==> config.mk <==
export PLATFORM = sky130hd
export DESIGN_NAME = atop_subsys_top
export DESIGN_NICKNAME = d
export VERILOG_FILES = /design/src/source/axi_atop_pkg.sv /design/src/source/stream_register.sv /design/src/source/atop_filter.sv /design/src/source/axi_sram_slave.sv /design/src/source/atop_subsys_top.sv
export SDC_FILE = /design/constraint.sdc
export NUM_CORES = 1
export LEC_CHECK = 0
export ABC_AREA = 1
export BUFFER_PORTS_ARGS = -buffer_cell sky130_fd_sc_hd__buf_2
export CAP_MARGIN = 20
export CORE_ASPECT_RATIO = 0.7
export CORE_MARGIN = 1
export CORE_UTILIZATION = 56
export DETAILED_ROUTE_END_ITERATION = 7
export PLACE_DENSITY = 0.78
export REMOVE_ABC_BUFFERS = 1
export SYNTH_ARGS = -nofsm -noshare
export SYNTH_HDL_FRONTEND = slang
export SYNTH_SLANG_ARGS = --single-unit
==> constraint.sdc <==
create_clock -name clk_i -period 2.3 [get_ports clk_i]
set_clock_uncertainty 0.2 [all_clocks]
set_input_delay 0.345 -clock clk_i [delete_from_list [all_inputs] [get_ports clk_i]]
set_output_delay 0.345 -clock clk_i [all_outputs]
set_load 0.1 [all_outputs]
==> src/source/axi_atop_pkg.sv <==
// Bus widths, memory geometry and outstanding-burst limit for the subsystem
// AXI channel structs, request and response bundles, and the response enums
package axi_atop_pkg;

  // Bus widths
  localparam int unsigned IdWidth   = 4;
  localparam int unsigned AddrWidth = 8;
  localparam int unsigned DataWidth = 32;
  localparam int unsigned StrbWidth = DataWidth / 8;

  // Memory depth in words, the word index comes from address bits [5:2]
  localparam int unsigned MemWords     = 16;
  localparam int unsigned WordLsb      = 2;
  localparam int unsigned WordIdxWidth = $clog2(MemWords);

  // Most write bursts the filter lets be in flight downstream
  localparam int unsigned MaxWriteTxns = 2;

  typedef logic [IdWidth-1:0]      id_t;
  typedef logic [AddrWidth-1:0]    addr_t;
  typedef logic [DataWidth-1:0]    data_t;
  typedef logic [StrbWidth-1:0]    strb_t;
  typedef logic [WordIdxWidth-1:0] word_idx_t;
  // A burst carries len+1 beats
  typedef logic [7:0]              len_t;
  typedef logic [5:0]              atop_t;

  // Decode of atop[5:4], every kind other than NONE is atomic
  typedef enum logic [1:0] {
    ATOP_NONE        = 2'b00,
    ATOP_ATOMICSTORE = 2'b01,
    ATOP_ATOMICLOAD  = 2'b10,
    ATOP_ATOMICCMP   = 2'b11
  } atop_kind_e;

  typedef enum logic [1:0] {
    RESP_OKAY   = 2'b00,
    RESP_EXOKAY = 2'b01,
    RESP_SLVERR = 2'b10,
    RESP_DECERR = 2'b11
  } resp_e;

  typedef struct packed {
    id_t   id;
    addr_t addr;
    len_t  len;
    atop_t atop;
  } aw_chan_t;

  typedef struct packed {
    data_t data;
    strb_t strb;
    logic  last;
  } w_chan_t;

  typedef struct packed {
    id_t   id;
    resp_e resp;
  } b_chan_t;

  typedef struct packed {
    id_t   id;
    addr_t addr;
    len_t  len;
  } ar_chan_t;

  typedef struct packed {
    id_t   id;
    data_t data;
    resp_e resp;
    logic  last;
  } r_chan_t;

  // Everything the master drives
  typedef struct packed {
    aw_chan_t aw;
    logic     aw_valid;
    w_chan_t  w;
    logic     w_valid;
    logic     b_ready;
    ar_chan_t ar;
    logic     ar_valid;
    logic     r_ready;
  } axi_req_t;

  // Everything the slave drives
  typedef struct packed {
    logic    aw_ready;
    logic    w_ready;
    b_chan_t b;
    logic    b_valid;
    logic    ar_ready;
    r_chan_t r;
    logic    r_valid;
  } axi_resp_t;

  // Command from the filter's write side to its read side
  typedef struct packed {
    len_t len;
  } r_cmd_t;

endpackage

==> src/source/stream_register.sv <==
// One-slot valid/ready register for an arbitrary payload type
module stream_register #(
  parameter type T = logic
) (
  input  logic clk_i,
  input  logic rst_ni,
  input  logic valid_i,
  output logic ready_o,
  input  T     data_i,
  output logic valid_o,
  input  logic ready_i,
  output T     data_o
);

  logic full_q;
  T     data_q;
  logic push;
  logic pop;

  // Ready when empty, or when the held entry leaves in this same cycle
  assign pop     = full_q & ready_i;
  assign ready_o = ~full_q | ready_i;
  assign push    = valid_i & ready_o;

  always_ff @(posedge clk_i or negedge rst_ni) begin
    if (!rst_ni) begin
      full_q <= 1'b0;
    end else if (push) begin
      full_q <= 1'b1;
    end else if (pop) begin
      full_q <= 1'b0;
    end
  end

  // Payload only changes on a push, so data_o is stable until popped
  always_ff @(posedge clk_i) begin
    if (push) begin
      data_q <= data_i;
    end
  end

  assign valid_o = full_q;
  assign data_o  = data_q;

endmodule

==> src/source/atop_filter.sv <==
// Atomic-operation filter between one AXI master and a slave without atomics
// Forwards ordinary traffic and answers atomic writes with SLVERR B and R responses
module atop_filter import axi_atop_pkg::*; (
  input  logic      clk_i,
  input  logic      rst_ni,
  input  axi_req_t  slv_req_i,
  output axi_resp_t slv_resp_o,
  output axi_req_t  mst_req_o,
  input  axi_resp_t mst_resp_i
);

  typedef logic [$clog2(MaxWriteTxns+1)-1:0] w_cnt_t;

  typedef enum logic [2:0] {
    W_FEEDTHROUGH,
    BLOCK_AW,
    ABSORB_W,
    INJECT_B,
    WAIT_R
  } w_state_e;

  typedef enum logic {
    R_FEEDTHROUGH,
    INJECT_R
  } r_state_e;

  w_state_e   w_state_d, w_state_q;
  r_state_e   r_state_d, r_state_q;
  w_cnt_t     w_cnt_d, w_cnt_q;
  id_t        id_d, id_q;
  len_t       r_beats_d, r_beats_q;
  logic       r_fwd_busy_d, r_fwd_busy_q;
  atop_kind_e aw_kind;
  logic       aw_needs_r;
  logic       inject_last;
  logic       fwd_r_hs;
  r_cmd_t     r_cmd_push, r_cmd_pop;
  logic       r_cmd_push_valid;
  logic       r_cmd_pop_valid, r_cmd_pop_ready;

  assign aw_kind    = atop_kind_e'(slv_req_i.aw.atop[5:4]);
  // Every atomic kind except atomic store also returns read data
  assign aw_needs_r = (aw_kind == ATOP_ATOMICLOAD) || (aw_kind == ATOP_ATOMICCMP);
  assign r_cmd_push.len = slv_req_i.aw.len;

  // AW, W and B channels
  always_comb begin
    mst_req_o.aw        = slv_req_i.aw;
    mst_req_o.aw.atop   = '0;
    mst_req_o.w         = slv_req_i.w;
    mst_req_o.aw_valid  = 1'b0;
    slv_resp_o.aw_ready = 1'b0;
    mst_req_o.w_valid   = 1'b0;
    slv_resp_o.w_ready  = 1'b0;
    // Write responses pass through unless one is being injected
    mst_req_o.b_ready   = slv_req_i.b_ready;
    slv_resp_o.b_valid  = mst_resp_i.b_valid;
    slv_resp_o.b        = mst_resp_i.b;
    id_d                = id_q;
    r_cmd_push_valid    = 1'b0;
    w_state_d           = w_state_q;

    unique case (w_state_q)
      W_FEEDTHROUGH: begin
        if (w_cnt_q < w_cnt_t'(MaxWriteTxns)) begin
          mst_req_o.aw_valid  = slv_req_i.aw_valid;
          slv_resp_o.aw_ready = mst_resp_i.aw_ready;
        end
        // W beats only follow an AW that has already gone downstream
        if (w_cnt_q != '0) begin
          mst_req_o.w_valid  = slv_req_i.w_valid;
          slv_resp_o.w_ready = mst_resp_i.w_ready;
        end
        if (slv_req_i.aw_valid && aw_kind != ATOP_NONE) begin
          // Atomic AW never reaches the memory
          // The command slot is always empty in this state and the AW is taken at once
          mst_req_o.aw_valid  = 1'b0;
          slv_resp_o.aw_ready = 1'b1;
          id_d                = slv_req_i.aw.id;
          r_cmd_push_valid    = aw_needs_r;
          if (w_cnt_q != '0) begin
            // Let the bursts already downstream finish their W beats first
            w_state_d = BLOCK_AW;
          end else begin
            mst_req_o.w_valid  = 1'b0;
            slv_resp_o.w_ready = 1'b1;
            if (slv_req_i.w_valid && slv_req_i.w.last) begin
              w_state_d = INJECT_B;
            end else begin
              w_state_d = ABSORB_W;
            end
          end
        end
      end

      BLOCK_AW: begin
        if (w_cnt_q != '0) begin
          mst_req_o.w_valid  = slv_req_i.w_valid;
          slv_resp_o.w_ready = mst_resp_i.w_ready;
        end else begin
          // Now the W beats on the port belong to the atomic burst
          slv_resp_o.w_ready = 1'b1;
          if (slv_req_i.w_valid && slv_req_i.w.last) begin
            w_state_d = INJECT_B;
          end else begin
            w_state_d = ABSORB_W;
          end
        end
      end

      ABSORB_W: begin
        slv_resp_o.w_ready = 1'b1;
        if (slv_req_i.w_valid && slv_req_i.w.last) begin
          w_state_d = INJECT_B;
        end
      end

      INJECT_B: begin
        // Hold any downstream B while the error response is shown
        mst_req_o.b_ready  = 1'b0;
        slv_resp_o.b       = '0;
        slv_resp_o.b.id    = id_q;
        slv_resp_o.b.resp  = RESP_SLVERR;
        slv_resp_o.b_valid = 1'b1;
        if (slv_req_i.b_ready) begin
          if (r_cmd_pop_valid && !r_cmd_pop_ready) begin
            w_state_d = WAIT_R;
          end else begin
            w_state_d = W_FEEDTHROUGH;
          end
        end
      end

      WAIT_R: begin
        // The command is popped with the last injected R beat
        if (!r_cmd_pop_valid) begin
          w_state_d = W_FEEDTHROUGH;
        end
      end

      default: begin
        w_state_d = W_FEEDTHROUGH;
      end
    endcase
  end

  // Outstanding downstream write bursts, counted from AW to last W
  always_comb begin
    w_cnt_d = w_cnt_q;
    if (mst_req_o.aw_valid && mst_resp_i.aw_ready) begin
      w_cnt_d = w_cnt_d + w_cnt_t'(1);
    end
    if (mst_req_o.w_valid && mst_resp_i.w_ready && mst_req_o.w.last) begin
      w_cnt_d = w_cnt_d - w_cnt_t'(1);
    end
  end

  assign inject_last = (r_beats_q == '0);
  assign fwd_r_hs    = mst_resp_i.r_valid && mst_req_o.r_ready;

  // AR and R channels
  always_comb begin
    mst_req_o.ar        = slv_req_i.ar;
    mst_req_o.ar_valid  = slv_req_i.ar_valid;
    slv_resp_o.ar_ready = mst_resp_i.ar_ready;
    slv_resp_o.r        = mst_resp_i.r;
    slv_resp_o.r_valid  = mst_resp_i.r_valid;
    mst_req_o.r_ready   = slv_req_i.r_ready;
    r_cmd_pop_ready     = 1'b0;
    r_beats_d           = r_beats_q;
    r_state_d           = r_state_q;

    unique case (r_state_q)
      R_FEEDTHROUGH: begin
        // Inject only between whole forwarded bursts with no beat on offer
        if (r_cmd_pop_valid && !r_fwd_busy_q && !mst_resp_i.r_valid) begin
          r_beats_d = r_cmd_pop.len;
          r_state_d = INJECT_R;
        end
      end

      INJECT_R: begin
        mst_req_o.r_ready  = 1'b0;
        slv_resp_o.r       = '0;
        slv_resp_o.r.id    = id_q;
        slv_resp_o.r.resp  = RESP_SLVERR;
        slv_resp_o.r.last  = inject_last;
        slv_resp_o.r_valid = 1'b1;
        if (slv_req_i.r_ready) begin
          if (inject_last) begin
            r_cmd_pop_ready = 1'b1;
            r_state_d       = R_FEEDTHROUGH;
          end else begin
            r_beats_d = r_beats_q - len_t'(1);
          end
        end
      end

      default: begin
        r_state_d = R_FEEDTHROUGH;
      end
    endcase
  end

  // Set while a forwarded read burst is between its first and last beat
  always_comb begin
    r_fwd_busy_d = r_fwd_busy_q;
    if (fwd_r_hs) begin
      r_fwd_busy_d = !mst_resp_i.r.last;
    end
  end

  always_ff @(posedge clk_i or negedge rst_ni) begin
    if (!rst_ni) begin
      w_state_q    <= W_FEEDTHROUGH;
      r_state_q    <= R_FEEDTHROUGH;
      w_cnt_q      <= '0;
      r_beats_q    <= '0;
      r_fwd_busy_q <= 1'b0;
    end else begin
      w_state_q    <= w_state_d;
      r_state_q    <= r_state_d;
      w_cnt_q      <= w_cnt_d;
      r_beats_q    <= r_beats_d;
      r_fwd_busy_q <= r_fwd_busy_d;
    end
  end

  // ID of the atomic write, shared by its B and R responses
  always_ff @(posedge clk_i) begin
    id_q <= id_d;
  end

  stream_register #(
    .T(r_cmd_t)
  ) u_r_cmd_reg (
    .clk_i   (clk_i),
    .rst_ni  (rst_ni),
    .valid_i (r_cmd_push_valid),
    .ready_o (),
    .data_i  (r_cmd_push),
    .valid_o (r_cmd_pop_valid),
    .ready_i (r_cmd_pop_ready),
    .data_o  (r_cmd_pop)
  );

endmodule

==> src/source/axi_sram_slave.sv <==
// Word-addressed AXI memory slave with INCR bursts and byte strobes
// One write burst and one read burst at a time, running independently
module axi_sram_slave import axi_atop_pkg::*; (
  input  logic      clk_i,
  input  logic      rst_ni,
  input  axi_req_t  req_i,
  output axi_resp_t resp_o
);

  typedef enum logic [1:0] {
    WR_IDLE,
    WR_DATA,
    WR_RESP
  } wr_state_e;

  typedef enum logic {
    RD_IDLE,
    RD_DATA
  } rd_state_e;

  wr_state_e wr_state_q, wr_state_d;
  rd_state_e rd_state_q, rd_state_d;
  data_t     mem_q [MemWords];
  id_t       wr_id_q;
  word_idx_t wr_idx_q;
  id_t       rd_id_q;
  word_idx_t rd_idx_q;
  len_t      rd_cnt_q;
  logic      aw_hs;
  logic      w_hs;
  logic      ar_hs;
  logic      r_hs;

  assign aw_hs = req_i.aw_valid && resp_o.aw_ready;
  assign w_hs  = req_i.w_valid && resp_o.w_ready;
  assign ar_hs = req_i.ar_valid && resp_o.ar_ready;
  assign r_hs  = resp_o.r_valid && req_i.r_ready;

  // Write side, AW is taken only when no burst is in progress
  always_comb begin
    resp_o.aw_ready = (wr_state_q == WR_IDLE);
    resp_o.w_ready  = (wr_state_q == WR_DATA);
    resp_o.b_valid  = (wr_state_q == WR_RESP);
    resp_o.b.id     = wr_id_q;
    resp_o.b.resp   = RESP_OKAY;
    wr_state_d      = wr_state_q;
    unique case (wr_state_q)
      WR_IDLE: if (aw_hs) wr_state_d = WR_DATA;
      WR_DATA: if (w_hs && req_i.w.last) wr_state_d = WR_RESP;
      WR_RESP: if (req_i.b_ready) wr_state_d = WR_IDLE;
      default: wr_state_d = WR_IDLE;
    endcase
  end

  // Read side, the first beat is on offer the cycle after AR
  always_comb begin
    resp_o.ar_ready = (rd_state_q == RD_IDLE);
    resp_o.r_valid  = (rd_state_q == RD_DATA);
    resp_o.r.id     = rd_id_q;
    resp_o.r.data   = mem_q[rd_idx_q];
    resp_o.r.resp   = RESP_OKAY;
    resp_o.r.last   = (rd_cnt_q == '0);
    rd_state_d      = rd_state_q;
    unique case (rd_state_q)
      RD_IDLE: if (ar_hs) rd_state_d = RD_DATA;
      RD_DATA: if (r_hs && resp_o.r.last) rd_state_d = RD_IDLE;
      default: rd_state_d = RD_IDLE;
    endcase
  end

  always_ff @(posedge clk_i or negedge rst_ni) begin
    if (!rst_ni) begin
      wr_state_q <= WR_IDLE;
      rd_state_q <= RD_IDLE;
    end else begin
      wr_state_q <= wr_state_d;
      rd_state_q <= rd_state_d;
    end
  end

  // Burst bookkeeping, word indices wrap modulo MemWords by their width
  always_ff @(posedge clk_i) begin
    if (aw_hs) begin
      wr_id_q  <= req_i.aw.id;
      wr_idx_q <= req_i.aw.addr[WordLsb +: WordIdxWidth];
    end else if (w_hs) begin
      wr_idx_q <= wr_idx_q + word_idx_t'(1);
    end
    if (ar_hs) begin
      rd_id_q  <= req_i.ar.id;
      rd_idx_q <= req_i.ar.addr[WordLsb +: WordIdxWidth];
      rd_cnt_q <= req_i.ar.len;
    end else if (r_hs) begin
      rd_idx_q <= rd_idx_q + word_idx_t'(1);
      rd_cnt_q <= rd_cnt_q - len_t'(1);
    end
  end

  // Storage, only strobed byte lanes of each W beat are written
  always_ff @(posedge clk_i or negedge rst_ni) begin
    if (!rst_ni) begin
      for (int i = 0; i < MemWords; i++) begin
        mem_q[i] <= '0;
      end
    end else if (w_hs) begin
      for (int b = 0; b < StrbWidth; b++) begin
        if (req_i.w.strb[b]) begin
          mem_q[wr_idx_q][8*b +: 8] <= req_i.w.data[8*b +: 8];
        end
      end
    end
  end

endmodule

==> src/source/atop_subsys_top.sv <==
// Subsystem top level with the atomic filter in front of the memory slave
module atop_subsys_top import axi_atop_pkg::*; (
  input  logic      clk_i,
  input  logic      rst_ni,
  input  axi_req_t  slv_req_i,
  output axi_resp_t slv_resp_o
);

  // Filtered bus toward the memory, never carrying a non-zero atop
  axi_req_t  mem_req;
  axi_resp_t mem_resp;

  atop_filter u_atop_filter (
    .clk_i      (clk_i),
    .rst_ni     (rst_ni),
    .slv_req_i  (slv_req_i),
    .slv_resp_o (slv_resp_o),
    .mst_req_o  (mem_req),
    .mst_resp_i (mem_resp)
  );

  axi_sram_slave u_sram (
    .clk_i  (clk_i),
    .rst_ni (rst_ni),
    .req_i  (mem_req),
    .resp_o (mem_resp)
  );

endmodule

==> results.json, run 1 <==
{
  "status": "finished with violations",
  "failed_checks": "negative setup slack",
  "wire_per_inst_um": 19.1,
  "clock-sinks": 567,
  "grt_pass1_vias": 23900,
  "final_common_cell": "nand2_1",
  "drt_iter0_drc": 3120,
  "path_common_cell": "nand2_1",
  "worst_slack_ns": -0.782,
  "multiInputGateArea_um2": 11800,
  "register_area_um2": 14400,
  "maxSlewViolCount": 0,
  "start_util_pct": 57.1,
  "slowest_stage": "edfxtp_1",
  "diodes": 0,
  "drtPass1Iterations": 6,
  "instances_no_fill": 4349,
  "grt_setup_unrepaired": "yes",
  "io_pins": 140,
  "p_leak_nw": 16.6,
  "cts_buffer_depth": 3,
  "yosys-mux-area-fraction_pct": 0,
  "vias": 25100,
  "r2r_cells": 8,
  "row_count": 67,
  "die_area_um2": 50000,
  "power_density_nw_per_um2": 902,
  "ys_seq_elements": 567,
  "crit_arrival_ns": 2.54,
  "max_stage_delay_ns": 0.44,
  "preCtsSetupSlack_ns": -0.208,
  "worstPathMaxFanout": 8,
  "synth_cells": 3401,
  "cts.htree.levels": 2,
  "synth-seq-area-share_pct": 52.2,
  "ys_warn_count": 0,
  "port_buffers": 125,
  "cts_tree": "yes",
  "post-route-drc-count": 0,
  "dp.cells": 4149,
  "reg2reg_to": "u_sram.wr_idx_q[0]$_DFFE_PP_",
  "crit_type": "flip-flop to output port",
  "area_delta_synth_final_pct": 24.5,
  "grt_max_degree": 60,
  "syn_area_um2": 27500,
  "synthArstFlopShare_pct": 93.7,
  "synth_compound_area_share_pct": 13.9,
  "power_mw": 30.9,
  "ys_top_cells_by_area": "dfrtp_1, nand2_1, o21ai_1",
  "worst_pin_slew_ns": 0.719,
  "synth_edf_count": 36,
  "drv_cap": 0,
  "cp.required_ns": 1.75,
  "clk_pin_slew_worst_paths_ns": 0.07,
  "mostFrequentLayoutCells": "nand2_1, dfrtp_1, o21ai_1, o21ai_0, inv_1",
  "r2r_slack_ns": -0.05,
  "grt_use_total_pct": 32.5,
  "numCtsBuffers": 52,
  "yosys.area_share.adder_pct": 0.455,
  "hold_path.class": "primary input to flip-flop",
  "max_slew_margin_pct": 51.6,
  "end_kind": "output port",
  "path_cells": "buf_12 > inv_12 > buf_16 > buf_8 > nand2_1 > nand2_1 > nand2_1 > nand3_2 > nand3_2 > a21oi_2 > buf_4 > buf_12",
  "yosys.area_share.simple_pct": 25.7,
  "core-area_um2": 48200,
  "drive_above_1_share_pct": 19.3,
  "hold_start": "slv_req_i[45]",
  "hold_viol_final": 0,
  "period_share_pct": 134,
  "cp-start-kind": "flip-flop",
  "root_buffer": "clkbuf_16",
  "syn_area_per_cell_um2": 8.09,
  "routed_wirelength_um": 83200,
  "antenna_found_initial": 0,
  "grt_pass1_wl_um": 129000,
  "synth_cell_types": 37,
  "synthXorXnorAreaFrac_pct": 0.223,
  "insertion_delay_ns": 0.59,
  "final.setup.tns_ns": -24.42,
  "max_freq_mhz": 324,
  "synth_area_leader_cell": "dfrtp_1",
  "reg2reg_from": "u_atop_filter.w_state_q[1]$_DFFE_PN0P_",
  "dieHeight_um": 187,
  "ir_drop_mv": 1.35,
  "n_fill_cell": 3471,
  "final_net_count": 3754,
  "dp_hpwl_um": 46900,
  "ys.flop_type": "dfrtp_1",
  "synth_top_area_share_pct": 48.3,
  "ant_nets": 0,
  "die_w_um": 267,
  "viasPerCell": 5.77,
  "finalSetupViolCount": 42,
  "synth_top_family_by_area": "simple AND/OR/NAND/NOR gates",
  "whs_path_depth": 3,
  "place.gp.congestion": 0.886,
  "post-route-min-period_ns": 3.08,
  "grt_overflow_total": 0,
  "min_to": "u_sram.mem_q[368]$_DFFE_PN0P_"
}
## through the flow
step | hold slack [ns] | utilization, % | cell area [um^2]
finish | 0.0810 | 71.1 | 34300
global route | 0.115 | 71.1 | 34300
CTS | 0.0306 | 69.3 | 33400
detailed placement | 0.126 | 62.8 | 30300
global placement | 0.124 | 62.8 | 30300
floorplan | -0.151 | - | 26300
## flip-flops by register name, summed over array words and instances (netlist names)
name / count
u_atop_filter.r_fwd_busy_q: 1
u_atop_filter.w_cnt_q: 2
u_sram.rd_idx_q: 4
u_atop_filter.id_q: 4
u_atop_filter.w_state_q: 3
u_sram.rd_state_q: 1
u_atop_filter.r_state_q: 1
u_sram.wr_id_q: 4
u_atop_filter.r_beats_q: 8
u_sram.rd_id_q: 4
u_atop_filter.u_r_cmd_reg.valid_o: 1
u_sram.wr_state_q: 2
u_sram.rd_cnt_q: 8
u_sram.mem_q: 512
u_sram.wr_idx_q: 4
u_atop_filter.u_r_cmd_reg.data_o: 8
## repair_timing
action | in CTS | in global routing
cloned | 4 | 6
pin swaps | 25 | 56
hold endpoints to repair | 413 | 0
setup buffers | 38 | 21
hold buffers | 41 | 0
setup endpoints to repair | 176 | 231
gates resized for setup | 119 | 148
## worst max-delay path, delay by kind of cell (launching register included)
family | cells | cell delay (ns)
DFF | 1 | 0.44
buffers and inverters | 6 | 0.87
AOI/OAI and AO/OA | 1 | 0.18
and+or+nand+nor | 5 | 0.45
## how the worst max path moves through the flow
stage,from,endpoint,depth (start not counted)
6_report,u_sram.rd_idx_q[0]$_DFFE_PP_,slv_resp_o[28],12
5_1_grt,u_sram.rd_idx_q[0]$_DFFE_PP_,slv_resp_o[10],13
4_1_cts,u_sram.rd_idx_q[0]$_DFFE_PP_,slv_resp_o[29],12
3_5_place_dp,u_atop_filter.w_cnt_q[0]$_DFF_PN0_,u_sram.mem_q[492]$_DFFE_PN0P_,8
3_3_place_gp,u_sram.rd_idx_q[0]$_DFFE_PP_,slv_resp_o[30],10
2_1_floorplan,u_sram.rd_idx_q[0]$_DFFE_PP_,slv_resp_o[12],6
## synth_stat cells (4+ instances only)
master	count
a21oi_1	43
buf_1	20
buf_12	4
buf_2	41
buf_4	4
buf_6	41
clkbuf_1	108
dfrtp_1	531
edfxtp_1	36
ha_1	10
inv_1	210
nand2_1	1274
nand2_4	40
nand3_1	251
nor2_1	105
nor2_8	4
o211ai_1	64
o21ai_0	264
o21ai_1	274
o21ai_2	46
xor2_1	5
## kinds of logic (layout without fill, tap and decap cells)
logic type	after synthesis	count (layout)
AO/OA/AOI/OAI	695	695
AND/OR/NAND/NOR	1688	1689
XOR/XNOR	7	7
adder cells (fa/ha/maj)	10	10
flip-flops	567	567
buffers and inverters	433	724
other	1	2
## routing by layer
| layer | GRT usage [%] | routed length [um] | vias up |
|---|---|---|---|
| met3 | 7.12 | 7960 | 218 |
| li1 | - | - | 11500 |
| met2 | 50.7 | 38700 | 1312 |
| met4 | 10.3 | 2760 | 0 |
| met1 | 45.3 | 33900 | 12000 |
| met5 | 0 | 0 | - |
## where the power goes
part | total (mW) | leakage [nW] | switching, mW | internal, mW
Combinational | 8.83 | 8.02 | 5.44 | 3.39
Sequential | 12.3 | 7.62 | 0.878 | 11.5
Clock | 9.72 | 0.938 | 3.97 | 5.75
## cell type report
| type | count | area share, % |
|---|---|---|
| timing repair inverter | 1 | 0.0110 |
| multi-input combinational | 2403 | 34.5 |
| tap | 655 | 2.39 |
| clock inverter | 22 | 1.07 |
| clock buffer | 72 | 4.45 |
| inverter | 215 | 2.43 |
| timing repair buffer | 414 | 13.2 |
| sequential | 567 | 42.0 |
Power figures use the tool's default switching activity.
==> run 2: changes to the inputs <==
BUFFER_PORTS_ARGS = -buffer_cell sky130_fd_sc_hd__buf_4   (was -buffer_cell sky130_fd_sc_hd__buf_2)
==> run 2 against run 1 <==
Against the previous run:
- the flow still finishes with violations (negative setup slack)
- fmax up 1.1%
- register-to-register slack improved by 0.12 ns
- worst setup slack better by 0.035 ns
- sequential power is essentially flat
- clock power shrank 5.8%
- worst hold slack got worse by 0.031 ns
- cell area is 0.87% lower
- cell count fell by 0.87%
- global-route usage shrank 0.93 points
- sequential cell count did not move
- largest power group unchanged
- highest routed layer unchanged
==> results.json, run 2 (synthesis gave the netlist of run 1 again) <==
{
  "start_util_pct": 57.1,
  "p_leak_nw": 16.4,
  "switchingPower_mw": 10.2,
  "final_common_cell": "nand2_1",
  "port_buffers": 125,
  "wire_per_inst_um": 19.2,
  "viasPerCell": 5.79,
  "worst_pin_slew_ns": 0.786,
  "core-area_um2": 48200,
  "grt_pass1_vias": 23400,
  "grt_pass1_wl_um": 125000,
  "end_kind": "output port",
  "power_density_nw_per_um2": 886,
  "crit_type": "flip-flop to output port",
  "power_mw": 30.1,
  "top_register": "u_sram.mem_q",
  "critPathCapture": "slv_resp_o[31]",
  "finalSetupViolCount": 42,
  "drv_cap": 0,
  "critPathLaunch": "u_sram.rd_idx_q[0]$_DFFE_PP_",
  "combPwrFrac_pct": 28.6,
  "area_delta_synth_final_pct": 23.4,
  "clk_pin_slew_worst_paths_ns": 0.07,
  "grt_use_total_pct": 31.5,
  "die_w_um": 267,
  "dieHeight_um": 187,
  "cp-start-kind": "flip-flop",
  "drt_iter0_drc": 2851,
  "reg2reg_from": "u_sram.wr_idx_q[0]$_DFFE_PP_",
  "cts.htree.levels": 2,
  "diodes": 0,
  "worst_slack_ns": -0.747,
  "mostFrequentLayoutCells": "nand2_1, dfrtp_1, o21ai_1, o21ai_0, nand3_1",
  "max_freq_mhz": 328,
  "largest_register_ffs": 512,
  "max_slew_margin_pct": 47.4,
  "dp_hpwl_um": 47000,
  "hold_start": "slv_req_i[23]",
  "placed_area_um2": 29700,
  "grt_max_degree": 69,
  "crit_arrival_ns": 2.50,
  "vias": 25000,
  "cts_tree": "yes",
  "drtPass1Iterations": 6,
  "final_net_count": 3715,
  "maxSlewViolCount": 0,
  "failed_checks": "negative setup slack",
  "hold_path.class": "primary input to flip-flop",
  "p_clk_share_pct": 30.5,
  "r2r_slack_ns": 0.07,
  "cp.required_ns": 1.75,
  "post-route-drc-count": 0,
  "place.gp.congestion": 0.893,
  "n_fill_cell": 3587,
  "ant_nets": 0,
  "p_int_mw": 19.9,
  "io_pins": 140,
  "clock-sinks": 567,
  "hold_viol_final": 0,
  "postLayoutCellArea_um2": 34000,
  "grt_overflow_total": 0,
  "period_share_pct": 132,
  "grt_setup_unrepaired": "yes",
  "post-route-min-period_ns": 3.05,
  "routed_wirelength_um": 82600,
  "cts_buffer_depth": 3,
  "status": "finished with violations",
  "ir_drop_mv": 1.42,
  "worstPathMaxFanout": 7,
  "root_buffer": "clkbuf_16",
  "r2r_cells": 6,
  "drive_above_1_share_pct": 17.8,
  "row_count": 67,
  "die_area_um2": 50000,
  "numCtsBuffers": 53,
  "p_seq_share_pct": 41.0,
  "insertion_delay_ns": 0.61,
  "antenna_found_initial": 0,
  "swShare_pct": 33.9,
  "reg2reg_to": "u_sram.mem_q[10]$_DFFE_PN0P_"
}
==> run 2: worst min-delay path by stage <==
stage / endpoint / slack [ns] / cells past startpoint
floorplan: u_atop_filter.r_beats_q[0]$_DFFE_PN0P_ / -0.15 / 0
detailed placement: u_sram.mem_q[91]$_DFFE_PN0P_ / 0.13 / 1
CTS: u_atop_filter.w_state_q[1]$_DFFE_PN0P_ / 0.01 / 4
global placement: u_sram.mem_q[91]$_DFFE_PN0P_ / 0.13 / 1
global route: u_atop_filter.w_state_q[1]$_DFFE_PN0P_ / 0.09 / 4
finish: u_atop_filter.w_state_q[0]$_DFFE_PN0P_ / 0.05 / 5
==> run 2: through the flow <==
step	cells	util (%)	setup TNS (ns)	setup slack, ns	hold WS (ns)
CTS	4282	68.4	-23.34	-0.726	0.0101
detailed placement	4121	61.6	-9.63	-0.340	0.134
finish	4311	70.4	-23.50	-0.747	0.0503
global placement	4121	61.6	-6.80	-0.332	0.134
global route	4311	70.4	-26.27	-0.815	0.0873
floorplan	3184	-	-372.68	-9.18	-0.151
==> run 2: power by group through the flow <==
stage | sequential (mW) | combinational (mW) | clock [mW]
floorplan | 12.4 | 4.43 | 0
global placement | 12.3 | 6.37 | 0
detailed placement | 12.4 | 6.56 | 0
CTS | 12.3 | 7.62 | 9.19
global route | 12.5 | 9.28 | 9.62
finish | 12.3 | 8.59 | 9.16
==> run 2: final cells by class <==
class	instances	area, um^2	share of cell area, %
multi-input cells	2402	11700	34.5
clock inverters	23	223	0.656
repair buffers	375	4380	12.9
repair inverters	1	8.76	0.0258
flip-flops and latches	567	14400	42.3
well taps	655	820	2.41
inverters	215	863	2.54
clock buffers	73	1570	4.61
==> run 2: per-layer routing <==
| layer | routed length (um) | track usage, % | part of all wire, % | vias to the layer above |
|---|---|---|---|---|
| li1 | - | - | - | 11400 |
| met1 | 33900 | 44.3 | 41 | 12000 |
| met2 | 38000 | 49.3 | 46 | 1303 |
| met3 | 7850 | 6.19 | 9.5 | 206 |
| met4 | 2890 | 10.3 | 3.5 | 0 |
| met5 | 0 | 0 | 0 | - |
==> run 2: worst max-delay path, cell delays in order, from the launching register on <==
cell and delay [ns]:
edfxtp_1 0.41, buf_12 0.21, buf_16 0.18, buf_12 0.14, nor2_4 0.03, nor2_1 0.09, o21ai_1 0.08, nand3_1 0.11
nand3_1 0.10, a21oi_2 0.22, buf_4 0.16, buf_12 0.16
==> run 2: what timing repair did <==
action / in CTS / in global routing
buffers inserted: 19 / 25
gates cloned: 6 / 6
hold buffers: 41 / 0
endpoints found under the hold margin: 557 / 0
resized for setup: 219 / 150
setup endpoints to repair: 176 / 274
pin swaps: 36 / 43
